===== src/rtl/connectCountPkg.sv =====
`default_nettype none

package connectCountPkg;

    // one bit per element of the 7-variable lattice
    parameter int GRAPH_BITS = 128;

    // wide enough for the worst case of 128 isolated elements
    parameter int COUNT_WIDTH = 8;

    // cycles for one trip round the ring, equal to the number of slots
    parameter int LOOP_LATENCY = 10;

    // slotFree must stay at encoding zero, the ring clears to it
    typedef enum logic [1:0] {
        slotFree,
        slotSeed,
        slotExtend
    } slotState;

endpackage

`default_nettype wire


===== src/rtl/explorationIf.sv =====
`default_nettype none

interface explorationIf import connectCountPkg::*; ();

    logic [GRAPH_BITS-1:0] leftover;
    logic [GRAPH_BITS-1:0] curExtending;
    logic [GRAPH_BITS-1:0] extended;
    logic [GRAPH_BITS-1:0] reduced;
    logic runEnd;
    logic grabNewSeed;

    // ring side
    modport loop (
        output leftover, curExtending,
        input extended, reduced, runEnd, grabNewSeed
    );

    // exploration side
    modport explore (
        input leftover, curExtending,
        output extended, reduced, runEnd, grabNewSeed
    );

endinterface

`default_nettype wire


===== src/rtl/componentCountLoop.sv =====
`default_nettype none

module componentCountLoop import connectCountPkg::*; #(
    parameter int TAG_WIDTH = 8
) (
    input logic clk,
    input logic rstN,
    input logic start,
    input logic [GRAPH_BITS-1:0] graph,
    input logic [TAG_WIDTH-1:0] tag,
    output logic request,
    output logic done,
    output logic [COUNT_WIDTH-1:0] count,
    output logic [TAG_WIDTH-1:0] tagOut,
    explorationIf.loop explore
);

    localparam int STATE_BITS = $bits(slotState);
    localparam int RING_WIDTH = STATE_BITS + COUNT_WIDTH + TAG_WIDTH;
    localparam int SEED_CYCLES = 2;
    // whatever is left after loop-back, input and seed registers
    localparam int EXPLORE_CYCLES = LOOP_LATENCY - SEED_CYCLES - 2;

    slotState lbState;
    logic lbFinish;
    logic [GRAPH_BITS-1:0] lbLeftover;
    logic [GRAPH_BITS-1:0] lbExtension;
    logic [COUNT_WIDTH-1:0] lbCount;
    logic [TAG_WIDTH-1:0] lbTag;
    logic accept;
    slotState inState;
    logic [GRAPH_BITS-1:0] inLeftover;
    logic [GRAPH_BITS-1:0] inExtension;
    logic [COUNT_WIDTH-1:0] inCount;
    logic [TAG_WIDTH-1:0] inTag;
    logic [GRAPH_BITS-1:0] seed;
    logic nonEmpty;
    logic [GRAPH_BITS-1:0] seedLeftover;
    logic [GRAPH_BITS-1:0] seedExtension;
    logic [RING_WIDTH-1:0] seedRing;
    slotState seedState;
    logic [COUNT_WIDTH-1:0] seedCount;
    logic [TAG_WIDTH-1:0] seedTag;
    slotState midState;
    logic [COUNT_WIDTH-1:0] midCount;
    logic [RING_WIDTH-1:0] endRing;
    slotState endState;
    logic [COUNT_WIDTH-1:0] endCount;
    logic [TAG_WIDTH-1:0] endTag;

    // the slot now at the ring input is the loop-back register
    assign request = (lbState == slotFree);
    assign accept = start && request;

    always_ff @(posedge clk) begin
        if (!rstN) begin
            inState <= slotFree;
        end else begin
            inState <= accept ? slotSeed : lbState;
        end
    end

    always_ff @(posedge clk) begin
        inLeftover <= accept ? graph : lbLeftover;
        inExtension <= lbExtension;
        inCount <= accept ? '0 : lbCount;
        inTag <= accept ? tag : lbTag;
    end

    firstBitFinder seedFinder (
        .clk(clk),
        .graph(inLeftover),
        .seed(seed),
        .nonEmpty(nonEmpty)
    );

    delayLine #(
        .CYCLES(SEED_CYCLES),
        .WIDTH(2*GRAPH_BITS)
    ) extensionDelay (
        .clk(clk),
        .rstN(rstN),
        .d({inLeftover, inExtension}),
        .q({seedLeftover, seedExtension})
    );

    delayLine #(
        .CYCLES(SEED_CYCLES),
        .WIDTH(RING_WIDTH)
    ) seedRingDelay (
        .clk(clk),
        .rstN(rstN),
        .d({inState, inCount, inTag}),
        .q(seedRing)
    );

    assign seedState = slotState'(seedRing[RING_WIDTH-1 -: STATE_BITS]);
    assign seedCount = seedRing[TAG_WIDTH +: COUNT_WIDTH];
    assign seedTag = seedRing[TAG_WIDTH-1:0];

    // seed point, a fresh seed starts the next component
    assign explore.leftover = seedLeftover;
    assign explore.curExtending = (seedState == slotSeed) ? seed : seedExtension;
    assign midState = (seedState == slotFree) ? slotFree : slotExtend;
    assign midCount = seedCount + COUNT_WIDTH'(seedState == slotSeed && nonEmpty);

    delayLine #(
        .CYCLES(EXPLORE_CYCLES),
        .WIDTH(RING_WIDTH)
    ) exploreRingDelay (
        .clk(clk),
        .rstN(rstN),
        .d({midState, midCount, seedTag}),
        .q(endRing)
    );

    assign endState = slotState'(endRing[RING_WIDTH-1 -: STATE_BITS]);
    assign endCount = endRing[TAG_WIDTH +: COUNT_WIDTH];
    assign endTag = endRing[TAG_WIDTH-1:0];

    // loop-back register
    always_ff @(posedge clk) begin
        if (!rstN) begin
            lbState <= slotFree;
            lbFinish <= 1'b0;
        end else begin
            lbFinish <= (endState != slotFree) && explore.runEnd;
            if (endState == slotFree || explore.runEnd) begin
                lbState <= slotFree;
            end else if (explore.grabNewSeed) begin
                lbState <= slotSeed;
            end else begin
                lbState <= slotExtend;
            end
        end
    end

    // reduced plus extended rebuilds the leftover graph while still extending
    always_ff @(posedge clk) begin
        lbLeftover <= explore.grabNewSeed ? explore.reduced
                                          : (explore.reduced | explore.extended);
        lbExtension <= explore.extended;
        lbCount <= endCount;
        lbTag <= endTag;
    end

    // result register
    always_ff @(posedge clk) begin
        if (!rstN) begin
            done <= 1'b0;
        end else begin
            done <= lbFinish;
        end
    end

    always_ff @(posedge clk) begin
        count <= lbCount;
        tagOut <= lbTag;
    end

endmodule

`default_nettype wire


===== src/rtl/connectCountTop.sv =====
`default_nettype none

module connectCountTop import connectCountPkg::*; #(
    parameter int TAG_WIDTH = 8
) (
    input logic clk,
    input logic rstN,
    input logic start,
    output logic request,
    output logic done,
    input logic [GRAPH_BITS-1:0] graph,
    input logic [TAG_WIDTH-1:0] tag,
    output logic [COUNT_WIDTH-1:0] count,
    output logic [TAG_WIDTH-1:0] tagOut
);

    // bundle between the ring and the up/down extension step
    explorationIf exploreBus ();

    componentCountLoop #(
        .TAG_WIDTH(TAG_WIDTH)
    ) ringLoop (
        .clk(clk),
        .rstN(rstN),
        .start(start),
        .graph(graph),
        .tag(tag),
        .request(request),
        .done(done),
        .count(count),
        .tagOut(tagOut),
        .explore(exploreBus.loop)
    );

    explorationStage explorer (
        .clk(clk),
        .rstN(rstN),
        .bus(exploreBus.explore)
    );

endmodule

`default_nettype wire


===== src/rtl/delayLine.sv =====
`default_nettype none

module delayLine #(
    parameter int CYCLES = 1,
    parameter int WIDTH = 1
) (
    input logic clk,
    input logic rstN,
    input logic [WIDTH-1:0] d,
    output logic [WIDTH-1:0] q
);

    logic [WIDTH-1:0] stages [CYCLES];

    always_ff @(posedge clk) begin
        if (!rstN) begin
            for (int i = 0; i < CYCLES; i++) begin
                stages[i] <= '0;
            end
        end else begin
            stages[0] <= d;
            // shift towards the last stage
            for (int i = 1; i < CYCLES; i++) begin
                stages[i] <= stages[i-1];
            end
        end
    end

    assign q = stages[CYCLES-1];

endmodule

`default_nettype wire


===== src/rtl/explorationStage.sv =====
`default_nettype none

module explorationStage import connectCountPkg::*; (
    input logic clk,
    input logic rstN,
    explorationIf.explore bus
);

    logic [GRAPH_BITS-1:0] upClosed;
    logic [GRAPH_BITS-1:0] leftoverUp;
    logic [GRAPH_BITS-1:0] midpoint;
    logic [GRAPH_BITS-1:0] leftoverMid;
    logic [GRAPH_BITS-1:0] downClosed;
    logic [GRAPH_BITS-1:0] midpointDown;
    logic [GRAPH_BITS-1:0] leftoverDown;
    logic [GRAPH_BITS-1:0] extendedNext;
    logic [GRAPH_BITS-1:0] reducedNext;
    logic [GRAPH_BITS/16-1:0] reducedAny;
    logic [GRAPH_BITS/8-1:0] byteSame;

    // cycles 1 and 2
    latticeClosure #(
        .UPWARD(1'b1)
    ) upClosure (
        .clk(clk),
        .d(bus.curExtending),
        .q(upClosed)
    );

    delayLine #(
        .CYCLES(2),
        .WIDTH(GRAPH_BITS)
    ) leftoverDelay (
        .clk(clk),
        .rstN(rstN),
        .d(bus.leftover),
        .q(leftoverUp)
    );

    // cycle 3, everything above the extension that is still in the graph
    always_ff @(posedge clk) begin
        midpoint <= upClosed & leftoverUp;
        leftoverMid <= leftoverUp;
    end

    // cycles 4 and 5
    latticeClosure #(
        .UPWARD(1'b0)
    ) downClosure (
        .clk(clk),
        .d(midpoint),
        .q(downClosed)
    );

    delayLine #(
        .CYCLES(2),
        .WIDTH(2*GRAPH_BITS)
    ) midpointDelay (
        .clk(clk),
        .rstN(rstN),
        .d({midpoint, leftoverMid}),
        .q({midpointDown, leftoverDown})
    );

    assign extendedNext = leftoverDown & downClosed;
    assign reducedNext = leftoverDown & ~downClosed;

    // cycle 6
    always_ff @(posedge clk) begin
        bus.extended <= extendedNext;
        bus.reduced <= reducedNext;
    end

    // partial reductions, finished combinationally after the register
    always_ff @(posedge clk) begin
        if (!rstN) begin
            reducedAny <= '0;
            byteSame <= '0;
        end else begin
            for (int i = 0; i < GRAPH_BITS/16; i++) begin
                reducedAny[i] <= |reducedNext[16*i +: 16];
            end
            for (int i = 0; i < GRAPH_BITS/8; i++) begin
                byteSame[i] <= extendedNext[8*i +: 8] == midpointDown[8*i +: 8];
            end
        end
    end

    assign bus.runEnd = ~|reducedAny;
    // no growth means the component is closed
    // an empty remainder also ends the component
    assign bus.grabNewSeed = (&byteSame) | bus.runEnd;

endmodule

`default_nettype wire


===== src/rtl/firstBitFinder.sv =====
`default_nettype none

module firstBitFinder import connectCountPkg::*; (
    input logic clk,
    input logic [GRAPH_BITS-1:0] graph,
    output logic [GRAPH_BITS-1:0] seed,
    output logic nonEmpty
);

    localparam int NIBBLES = GRAPH_BITS / 4;
    localparam int GROUPS = GRAPH_BITS / 16;

    logic [GRAPH_BITS-1:0] graphHeld;
    logic [NIBBLES-1:0] nibbleHas;
    logic [GROUPS-1:0] groupHas;
    logic [GROUPS-1:0] firstGroup;
    logic [NIBBLES-1:0] firstNibble;
    logic [GRAPH_BITS-1:0] seedNext;

    // stage one, occupancy per nibble and per 16-bit group
    always_ff @(posedge clk) begin
        graphHeld <= graph;
        for (int n = 0; n < NIBBLES; n++) begin
            nibbleHas[n] <= |graph[4*n +: 4];
        end
        for (int g = 0; g < GROUPS; g++) begin
            groupHas[g] <= |graph[16*g +: 16];
        end
    end

    // lowest occupied group over the whole graph
    always_comb begin
        logic lowerSet;
        lowerSet = 1'b0;
        for (int g = 0; g < GROUPS; g++) begin
            firstGroup[g] = groupHas[g] & ~lowerSet;
            lowerSet = lowerSet | groupHas[g];
        end
    end

    // lowest occupied nibble, only inside the chosen group
    always_comb begin
        logic lowerSet;
        lowerSet = 1'b0;
        for (int n = 0; n < NIBBLES; n++) begin
            if (n % 4 == 0)
                lowerSet = 1'b0;
            firstNibble[n] = nibbleHas[n] & ~lowerSet & firstGroup[n/4];
            lowerSet = lowerSet | nibbleHas[n];
        end
    end

    // final bit inside the chosen nibble
    always_comb begin
        logic lowerSet;
        lowerSet = 1'b0;
        for (int b = 0; b < GRAPH_BITS; b++) begin
            if (b % 4 == 0)
                lowerSet = 1'b0;
            seedNext[b] = graphHeld[b] & ~lowerSet & firstNibble[b/4];
            lowerSet = lowerSet | graphHeld[b];
        end
    end

    always_ff @(posedge clk) begin
        seed <= seedNext;
        nonEmpty <= (|groupHas[GROUPS/2-1:0]) | (|groupHas[GROUPS-1:GROUPS/2]);
    end

endmodule

`default_nettype wire


===== src/rtl/latticeClosure.sv =====
`default_nettype none

module latticeClosure import connectCountPkg::*; #(
    parameter bit UPWARD = 1'b1
) (
    input logic clk,
    input logic [GRAPH_BITS-1:0] d,
    output logic [GRAPH_BITS-1:0] q
);

    localparam int LATTICE_DIMS = $clog2(GRAPH_BITS);
    localparam int SPLIT_DIM = 4;
    // source elements have this value in the dimension being spread
    localparam int FROM_BIT = UPWARD ? 0 : 1;

    logic [GRAPH_BITS-1:0] lowDims;
    logic [GRAPH_BITS-1:0] stageOne;
    logic [GRAPH_BITS-1:0] highDims;

    // push every element across dimension k in the closure direction
    function automatic logic [GRAPH_BITS-1:0] spreadDim(
        input logic [GRAPH_BITS-1:0] v,
        input int k
    );
        logic [GRAPH_BITS-1:0] r;
        int partner;
        r = v;
        for (int i = 0; i < GRAPH_BITS; i++) begin
            partner = i ^ (1 << k);
            if (((i >> k) & 1) == FROM_BIT) begin
                r[partner] = r[partner] | v[i];
            end
        end
        return r;
    endfunction

    // dimensions 0 to 3
    always_comb begin
        lowDims = d;
        for (int k = 0; k < SPLIT_DIM; k++) begin
            lowDims = spreadDim(lowDims, k);
        end
    end

    always_ff @(posedge clk) begin
        stageOne <= lowDims;
    end

    // dimensions 4 to 6 finish the monotone closure
    always_comb begin
        highDims = stageOne;
        for (int k = SPLIT_DIM; k < LATTICE_DIMS; k++) begin
            highDims = spreadDim(highDims, k);
        end
    end

    always_ff @(posedge clk) begin
        q <= highDims;
    end

endmodule

`default_nettype wire


===== config.mk =====
export PLATFORM = sky130hd
export DESIGN_NAME = connectCountTop
export DESIGN_NICKNAME = d
export VERILOG_FILES = /design/src/rtl/connectCountPkg.sv /design/src/rtl/explorationIf.sv /design/src/rtl/componentCountLoop.sv /design/src/rtl/connectCountTop.sv /design/src/rtl/delayLine.sv /design/src/rtl/explorationStage.sv /design/src/rtl/firstBitFinder.sv /design/src/rtl/latticeClosure.sv
export SDC_FILE = /design/constraint.sdc
export NUM_CORES = 2
export LEC_CHECK = 0
export ABC_AREA = 1
export ABC_CLOCK_PERIOD_IN_PS = 2210
export BUFFER_PORTS_ARGS = -buffer_cell sky130_fd_sc_hd__buf_2
export CORE_AREA = 2 2 653 330
export CTS_CLUSTER_DIAMETER = 120
export DETAILED_ROUTE_END_ITERATION = 12
export DIE_AREA = 0 0 655 332
export MAX_ROUTING_LAYER = met4
export PLACE_DENSITY = 0.64
export SETUP_SLACK_MARGIN = 0.3
export SLEW_MARGIN = 20
export SYNTH_ARGS = -nofsm -noshare
export SYNTH_HDL_FRONTEND = slang
export SYNTH_SLANG_ARGS = --single-unit

===== constraint.sdc =====
create_clock -name clk -period 2.21 [get_ports clk]
set_input_delay 0.1105 -clock clk [delete_from_list [all_inputs] [get_ports clk]]
set_output_delay 0.1105 -clock clk [all_outputs]
set_load 0.05 [all_outputs]

## Word level (Yosys, flattened, before mapping)

Memory sizes are Yosys's and may differ from the RTL's.
Cells that the tools add are included.

- Bits in registers: 1911
- Memory bits (writable): 1424
- Bits of input ports: 139
- Output and inout port bits: 18
- Logic and storage cells: 1557
- Memories: 5

Memories:

| memory | words | width | read ports | clocked after Yosys merged registers in | write ports | RTL line | source |
|---|---|---|---|---|---|---|---|
| explorer.midpointDelay.stages | 2 | 256 | 2 | 0 | 2 | delayLine.sv:13 | `logic [WIDTH-1:0] stages [CYCLES];` |
| ringLoop.extensionDelay.stages | 2 | 256 | 2 | 0 | 2 | delayLine.sv:13 |  |
| explorer.leftoverDelay.stages | 2 | 128 | 2 | 0 | 2 | delayLine.sv:13 |  |
| ringLoop.exploreRingDelay.stages | 6 | 18 | 6 | 0 | 6 | delayLine.sv:13 |  |
| ringLoop.seedRingDelay.stages | 2 | 18 | 2 | 0 | 2 | delayLine.sv:13 |  |

- $add $sub $neg: 1
- Equal/unequal tests: 17
- Multiplexer cells: 23
- Bitwise gates (word level): 1418
- Reduce and logical (&&, ||, !) cells: 63

Operators by type and width:

| kind | count |
|---|---|
| 256-bit two-way mux | 4 |
| 1-bit OR | 998 |
| 128-bit two-way mux | 5 |
| 128-bit AND | 3 |
| 1-bit AND | 287 |
| 16-bit OR reduction | 16 |
| 18-bit two-way mux | 8 |
| 4-bit OR reduction | 34 |
| 8-bit equality test | 16 |
| 1-bit NOT | 128 |
| 128-bit NOT | 1 |
| 128-bit OR | 1 |
| 16-bit AND reduction | 1 |
| 8-bit by 1-bit adder with 8-bit output | 1 |
| 8-bit two-way mux | 1 |
| 8-bit OR reduction | 1 |
| 2-bit logical NOT | 3 |
| 2-bit two-way mux | 2 |
| 2-bit OR reduction | 2 |
| 1-bit logical AND | 3 |
| 1-bit two-way mux | 3 |
| 2-bit by 1-bit equality test with 1-bit output (second input constant) | 1 |
| 2-bit nonzero test | 1 |
| 1-bit logical NOT | 1 |
| 1-bit logical OR | 1 |

## Depth between registers and ports, before layout

- Depth after elaboration: 10
- Gate-level depth with buffers: 12
- Mapped depth without buffers: 10

## Hierarchy

Synthesis repeated with hierarchy kept, for this count alone.

- Cells, all modules: 11069
- Area total of the unflattened synthesis: 101396.0 sq um

Modules (own cells, without submodules):

| module | times used | cells an instance | area an instance (sq um) | sequential area each (sq um) |
|---|---|---|---|---|
| delayLine (explorer.midpointDelay ...) | 2 | 1849 | 16648.5 | 10249.8 |
| explorationStage | 1 | 2025 | 16666.0 | 10730.3 |
| componentCountLoop | 1 | 1641 | 16201.8 | 11330.9 |
| delayLine (explorer.leftoverDelay) | 1 | 924 | 8197.9 | 5124.9 |
| firstBitFinder | 1 | 745 | 7947.6 | 5945.7 |
| latticeClosure (explorer.downClosure) | 1 | 784 | 7372.1 | 5124.9 |
| latticeClosure (explorer.upClosure) | 1 | 768 | 7357.1 | 5124.9 |
| delayLine (ringLoop.exploreRingDelay) | 1 | 354 | 3189.3 | 2162.1 |
| delayLine (ringLoop.seedRingDelay) | 1 | 130 | 1167.4 | 720.7 |

## Least setup slack after synthesis

Ideal clock, no wire load.

- Path type: register to register
- From: register ringLoop.lbState[1]
- To: register ringLoop.inLeftover[125]
- Library setup time: 0.113 ns
- Data arrival time: 1.781 ns
- Data required time: 2.097 ns
- Setup slack: 0.316 ns
- Cell stages (with the launch flop): 8
- Buffers on the path: 3
- Clock period less this slack: 1.894 ns
- Cell sequence: dfxtp_1 -> nor2_1 -> nand2_1 -> buf_2 -> buf_2 -> buf_2 -> nand2_1 -> nand2_1

- Cells in the longest elaborated chain, start to end: 3

Ends and longest elaborated chain:

| what | RTL line | source |
|---|---|---|
| start: declaration | componentCountLoop.sv:24 | `slotState lbState;` |
| start signal: assignment | componentCountLoop.sv:124 | `lbState <= slotFree;` |
| start signal: assignment | componentCountLoop.sv:129 | `lbState <= slotFree;` |
| start signal: assignment | componentCountLoop.sv:131 | `lbState <= slotSeed;` |
| 2-bit logical NOT | componentCountLoop.sv:52 | `assign request = (lbState == slotFree);` |
| net request | connectCountTop.sv:9 | `output logic request,` |
| 1-bit logical AND | componentCountLoop.sv:53 | `assign accept = start && request;` |
| 128-bit two-way mux | componentCountLoop.sv:64 | `inLeftover <= accept ? graph : lbLeftover;` |
| end signal: assignment | componentCountLoop.sv:64 |  |
| end: declaration | componentCountLoop.sv:32 | `logic [GRAPH_BITS-1:0] inLeftover;` |

The timed path passes the listed nets, and every way through them passes these cells.
A chain may end at the register's enable or synchronous reset.

## Worst setup path in the final report

- From: register explorer.downClosure.stageOne[111]
- To: register explorer.downClosure.q[15]

- Cells in the longest elaborated chain, start to end: 3

Ends and longest elaborated chain:

| what | RTL line | source |
|---|---|---|
| start: declaration | latticeClosure.sv:17 | `logic [GRAPH_BITS-1:0] stageOne;` |
| start signal: assignment | latticeClosure.sv:46 | `stageOne <= lowDims;` |
| 1-bit OR (3 in a row) | latticeClosure.sv:31 | `r[partner] = r[partner] \| v[i];` |
| net explorer.downClosure.highDims[15] | latticeClosure.sv:18 | `logic [GRAPH_BITS-1:0] highDims;` |
| end signal: assignment | latticeClosure.sv:58 | `q <= highDims;` |
| end: declaration | latticeClosure.sv:8 | `output logic [GRAPH_BITS-1:0] q` |

The timed path passes the listed nets, and every way through them passes these cells.

==> flow_summary.toml <==
[placed_design]
io_buffers = 156
globalplace.congestion = 1.03
dp.final_hpwl_mm = 204
place_ws_ps = -140

[detailed_routing]
drtIter0Drc = 6063
wl_per_cell_um = 19.4
postRouteAntennaNets = 0
dr.pass1.iters = 6
drc = 0
vias_per_cell = 4.45
dr_total_vias = 62500
drt-total-wl_mm = 273

[cts]
cts_buffers = 281
clk_pin_slew_ps = 70
cts_root_buf = "clkbuf_16"
clock_latency_ps = 860
cts_buffer_depth = 4
htreeDepth = 5
cts_tree = "built"
clock_sinks = 3329

[grt]
globalRoute.totalOverflow = 0
track_usage_pct = 25.5
grt_pass1_wl_mm = 392
grt_start_max_net_pins = 112
grt_pass1_vias = 59900
antenna_found_initial = 42

[finish]
area_delta_synth_final_pct = 18.1
register_area_mm2 = 0.0667
final_net_count = 11100
drive_gt1_share_pct = 7.64
final_common_cell = "dfxtp_1"
nFillCells = 19200
multi_input_area_mm2 = 0.0183
final_cell_mix = "dfxtp_1 (3,326), nand2_1 (2,976), inv_1 (2,337)"

[floorplan]
die_area_mm2 = 0.217
die_h_um = 332
initial_core_util_pct = 44.7
die_x_um = 655
num_rows = 120
core_mm2 = 0.212
io_pins = 157

[synthesis]
synth_cell_types = 28
yosys.area.top_type = "dfxtp_1"
syn_area_per_cell_um2 = 9.19
synth_nets = 10500
synth_area_mm2 = 0.0949
yosysTopAreaCellShare_pct = 70.3
yosys_warnings = 0
ys_seq_area_share_pct = 70.3
synth-main-ff-cell = "dfxtp_1"
async_reset_ff_share_pct = 0
synth_edf_count = 0
yosys-top-cells-area = "dfxtp_1 (70%), nand2_1 (12%), inv_1 (9.2%)"
ys_seq_elements = 3329
synthCells = 10300

[sta]
hold_viol_final = 0
drv_slew = 0
skew_ps = 40.1
finalCriticalPeriod_ps = 2030
relSlewSlack_pct = 40.8
rsz0062_at_grt = "false"
fin_crit_sh_pct = 92.0
setup_viol = 0
holdWs_ps = 34.2
max_freq_mhz = 492
setup_slack_ps = 177
max_slew.worst_pin.slew_ps = 880

[worst_setup_path]
critPathTopFamily = "simple AND/OR/NAND/NOR gates"
critPathBufInv = 1
arrival_ps = 2550
crit_path_start_kind = "flip-flop"
worstPathMaxFanout = 3
crit_chain = "nor2_1 > buf_4 > nand4_1"
startpoint = "explorer.downClosure.stageOne[111]"
endpoint_kind = "flip-flop"
slowest_stage = "nor2_1"
path_class = "reg2reg"
slowest_delay_ps = 570
cp.required_ps = 2730
r2r-start = "explorer.downClosure.stageOne[111]"

[min_path]
hp-class = "in2reg"
hp-start = "graph[112]"

[pwr]
ir_drop_uv = 727
power_leakage_nw = 62.4
power_density_mw_per_mm2 = 1020

[flow_run]
drv_cap = 0

[run_status]
outcome = "completed"
-- synth_stat cells, types with 20 or more instances --
master    instances
buf_2           137
clkbuf_1        106
dfxtp_1        3329
inv_1          2337
nand2_1        2979
nand3_1         288
nand3b_1         20
nand4_1         103
nor2_1          610
nor3_1           55
nor4_1           75
o21ai_0          94
or2_2            21
or3_1            32
xnor2_1          20
xor2_1           43
-- final timing paths --
kind / to / cells after the start / slack (ps)
max: explorer.downClosure.q[15] / 3 / 180
min: ringLoop.inLeftover[112] / 4 / 30
max reg2reg: explorer.downClosure.q[15] / 3 / 180
min reg2reg: ringLoop.inExtension[53] / 0 / 310
-- flip-flops by register name (all words and copies together), names as in the netlist, 36 cells and up --
name,flops
explorer.bus.extended,128
explorer.bus.reduced,128
explorer.downClosure.q,128
explorer.downClosure.stageOne,128
explorer.leftoverDelay.stages,256
explorer.leftoverMid,128
explorer.midpoint,128
explorer.midpointDelay.stages,512
explorer.upClosure.q,128
explorer.upClosure.stageOne,128
ringLoop.exploreRingDelay.stages,102
ringLoop.extensionDelay.stages,512
ringLoop.inExtension,128
ringLoop.inLeftover,128
ringLoop.lbExtension,128
ringLoop.lbLeftover,128
ringLoop.seedFinder.graphHeld,128
ringLoop.seedFinder.seed,128
ringLoop.seedRingDelay.stages,36
-- metrics by stage --
step	instances	total power, mW	setup TNS [ps]	instance area [um2]	util, %
2_1_floorplan	10300	63.4	0	94900	-
3_3_place_gp	13300	64.4	-136	99800	47.0
3_5_place_dp	13300	64.5	-140	99800	47.0
4_1_cts	14000	116	0	112000	52.7
5_1_grt	14000	118	0	112000	52.8
6_report	14000	115	0	112000	52.8
-- power by group --
group | switching [mW] | internal (mW) | total (mW)
clock network | 22.2 | 29.0 | 51.2
logic | 1.54 | 0.867 | 2.41
registers | 0.441 | 60.7 | 61.1
-- timing repair --
action / in CTS / in global routing
pin swaps: 1 / 0
endpoints found under the setup margin: 66 / 51
hold buffers: 266 / 0
cloned: 1 / 0
hold endpoints to repair: 711 / 0
setup buffers: 1 / 0
gates resized for setup: 5 / 6
-- worst min-delay path, cell delays in order --
cell and delay [ps]:
dlygate4sd3_1 520, buf_2 110, nand2_1 50, nand2_1 50
-- layout make-up --
type / count / area share, %
antenna: 16 / 0.0357
sequential: 3329 / 59.5
clock buffer: 375 / 7.14
clock inverter: 112 / 1.34
tap: 2867 / 3.20
multi-input combinational: 4400 / 16.3
timing repair buffer: 605 / 4.63
inverter: 2340 / 7.84
-- routing by layer --
layer  up-vias  GRT usage, %  share of wire, %
li1      31000             -                 -
met1     29300          40.3                53
met3       316          6.54               8.9
met2      1839          32.1                37
met5         -             -                 0
met4         0          4.81               1.7
-- cell families (layout without fill, tap and decap cells) --
kind of cell / Yosys count / in the layout / synth area share [%]
simple gates: 4230 / 4230 / 18.1
flops: 3329 / 3329 / 70.3
buf+inv: 2594 / 3432 / 10.5
compound gates: 105 / 105 / 0.554
xor+xnor: 63 / 63 / 0.582
fa+ha+maj: 2 / 2 / 0.0264
other cells: 0 / 16 / 0
Note: power is estimated with default switching activity, not from simulation.
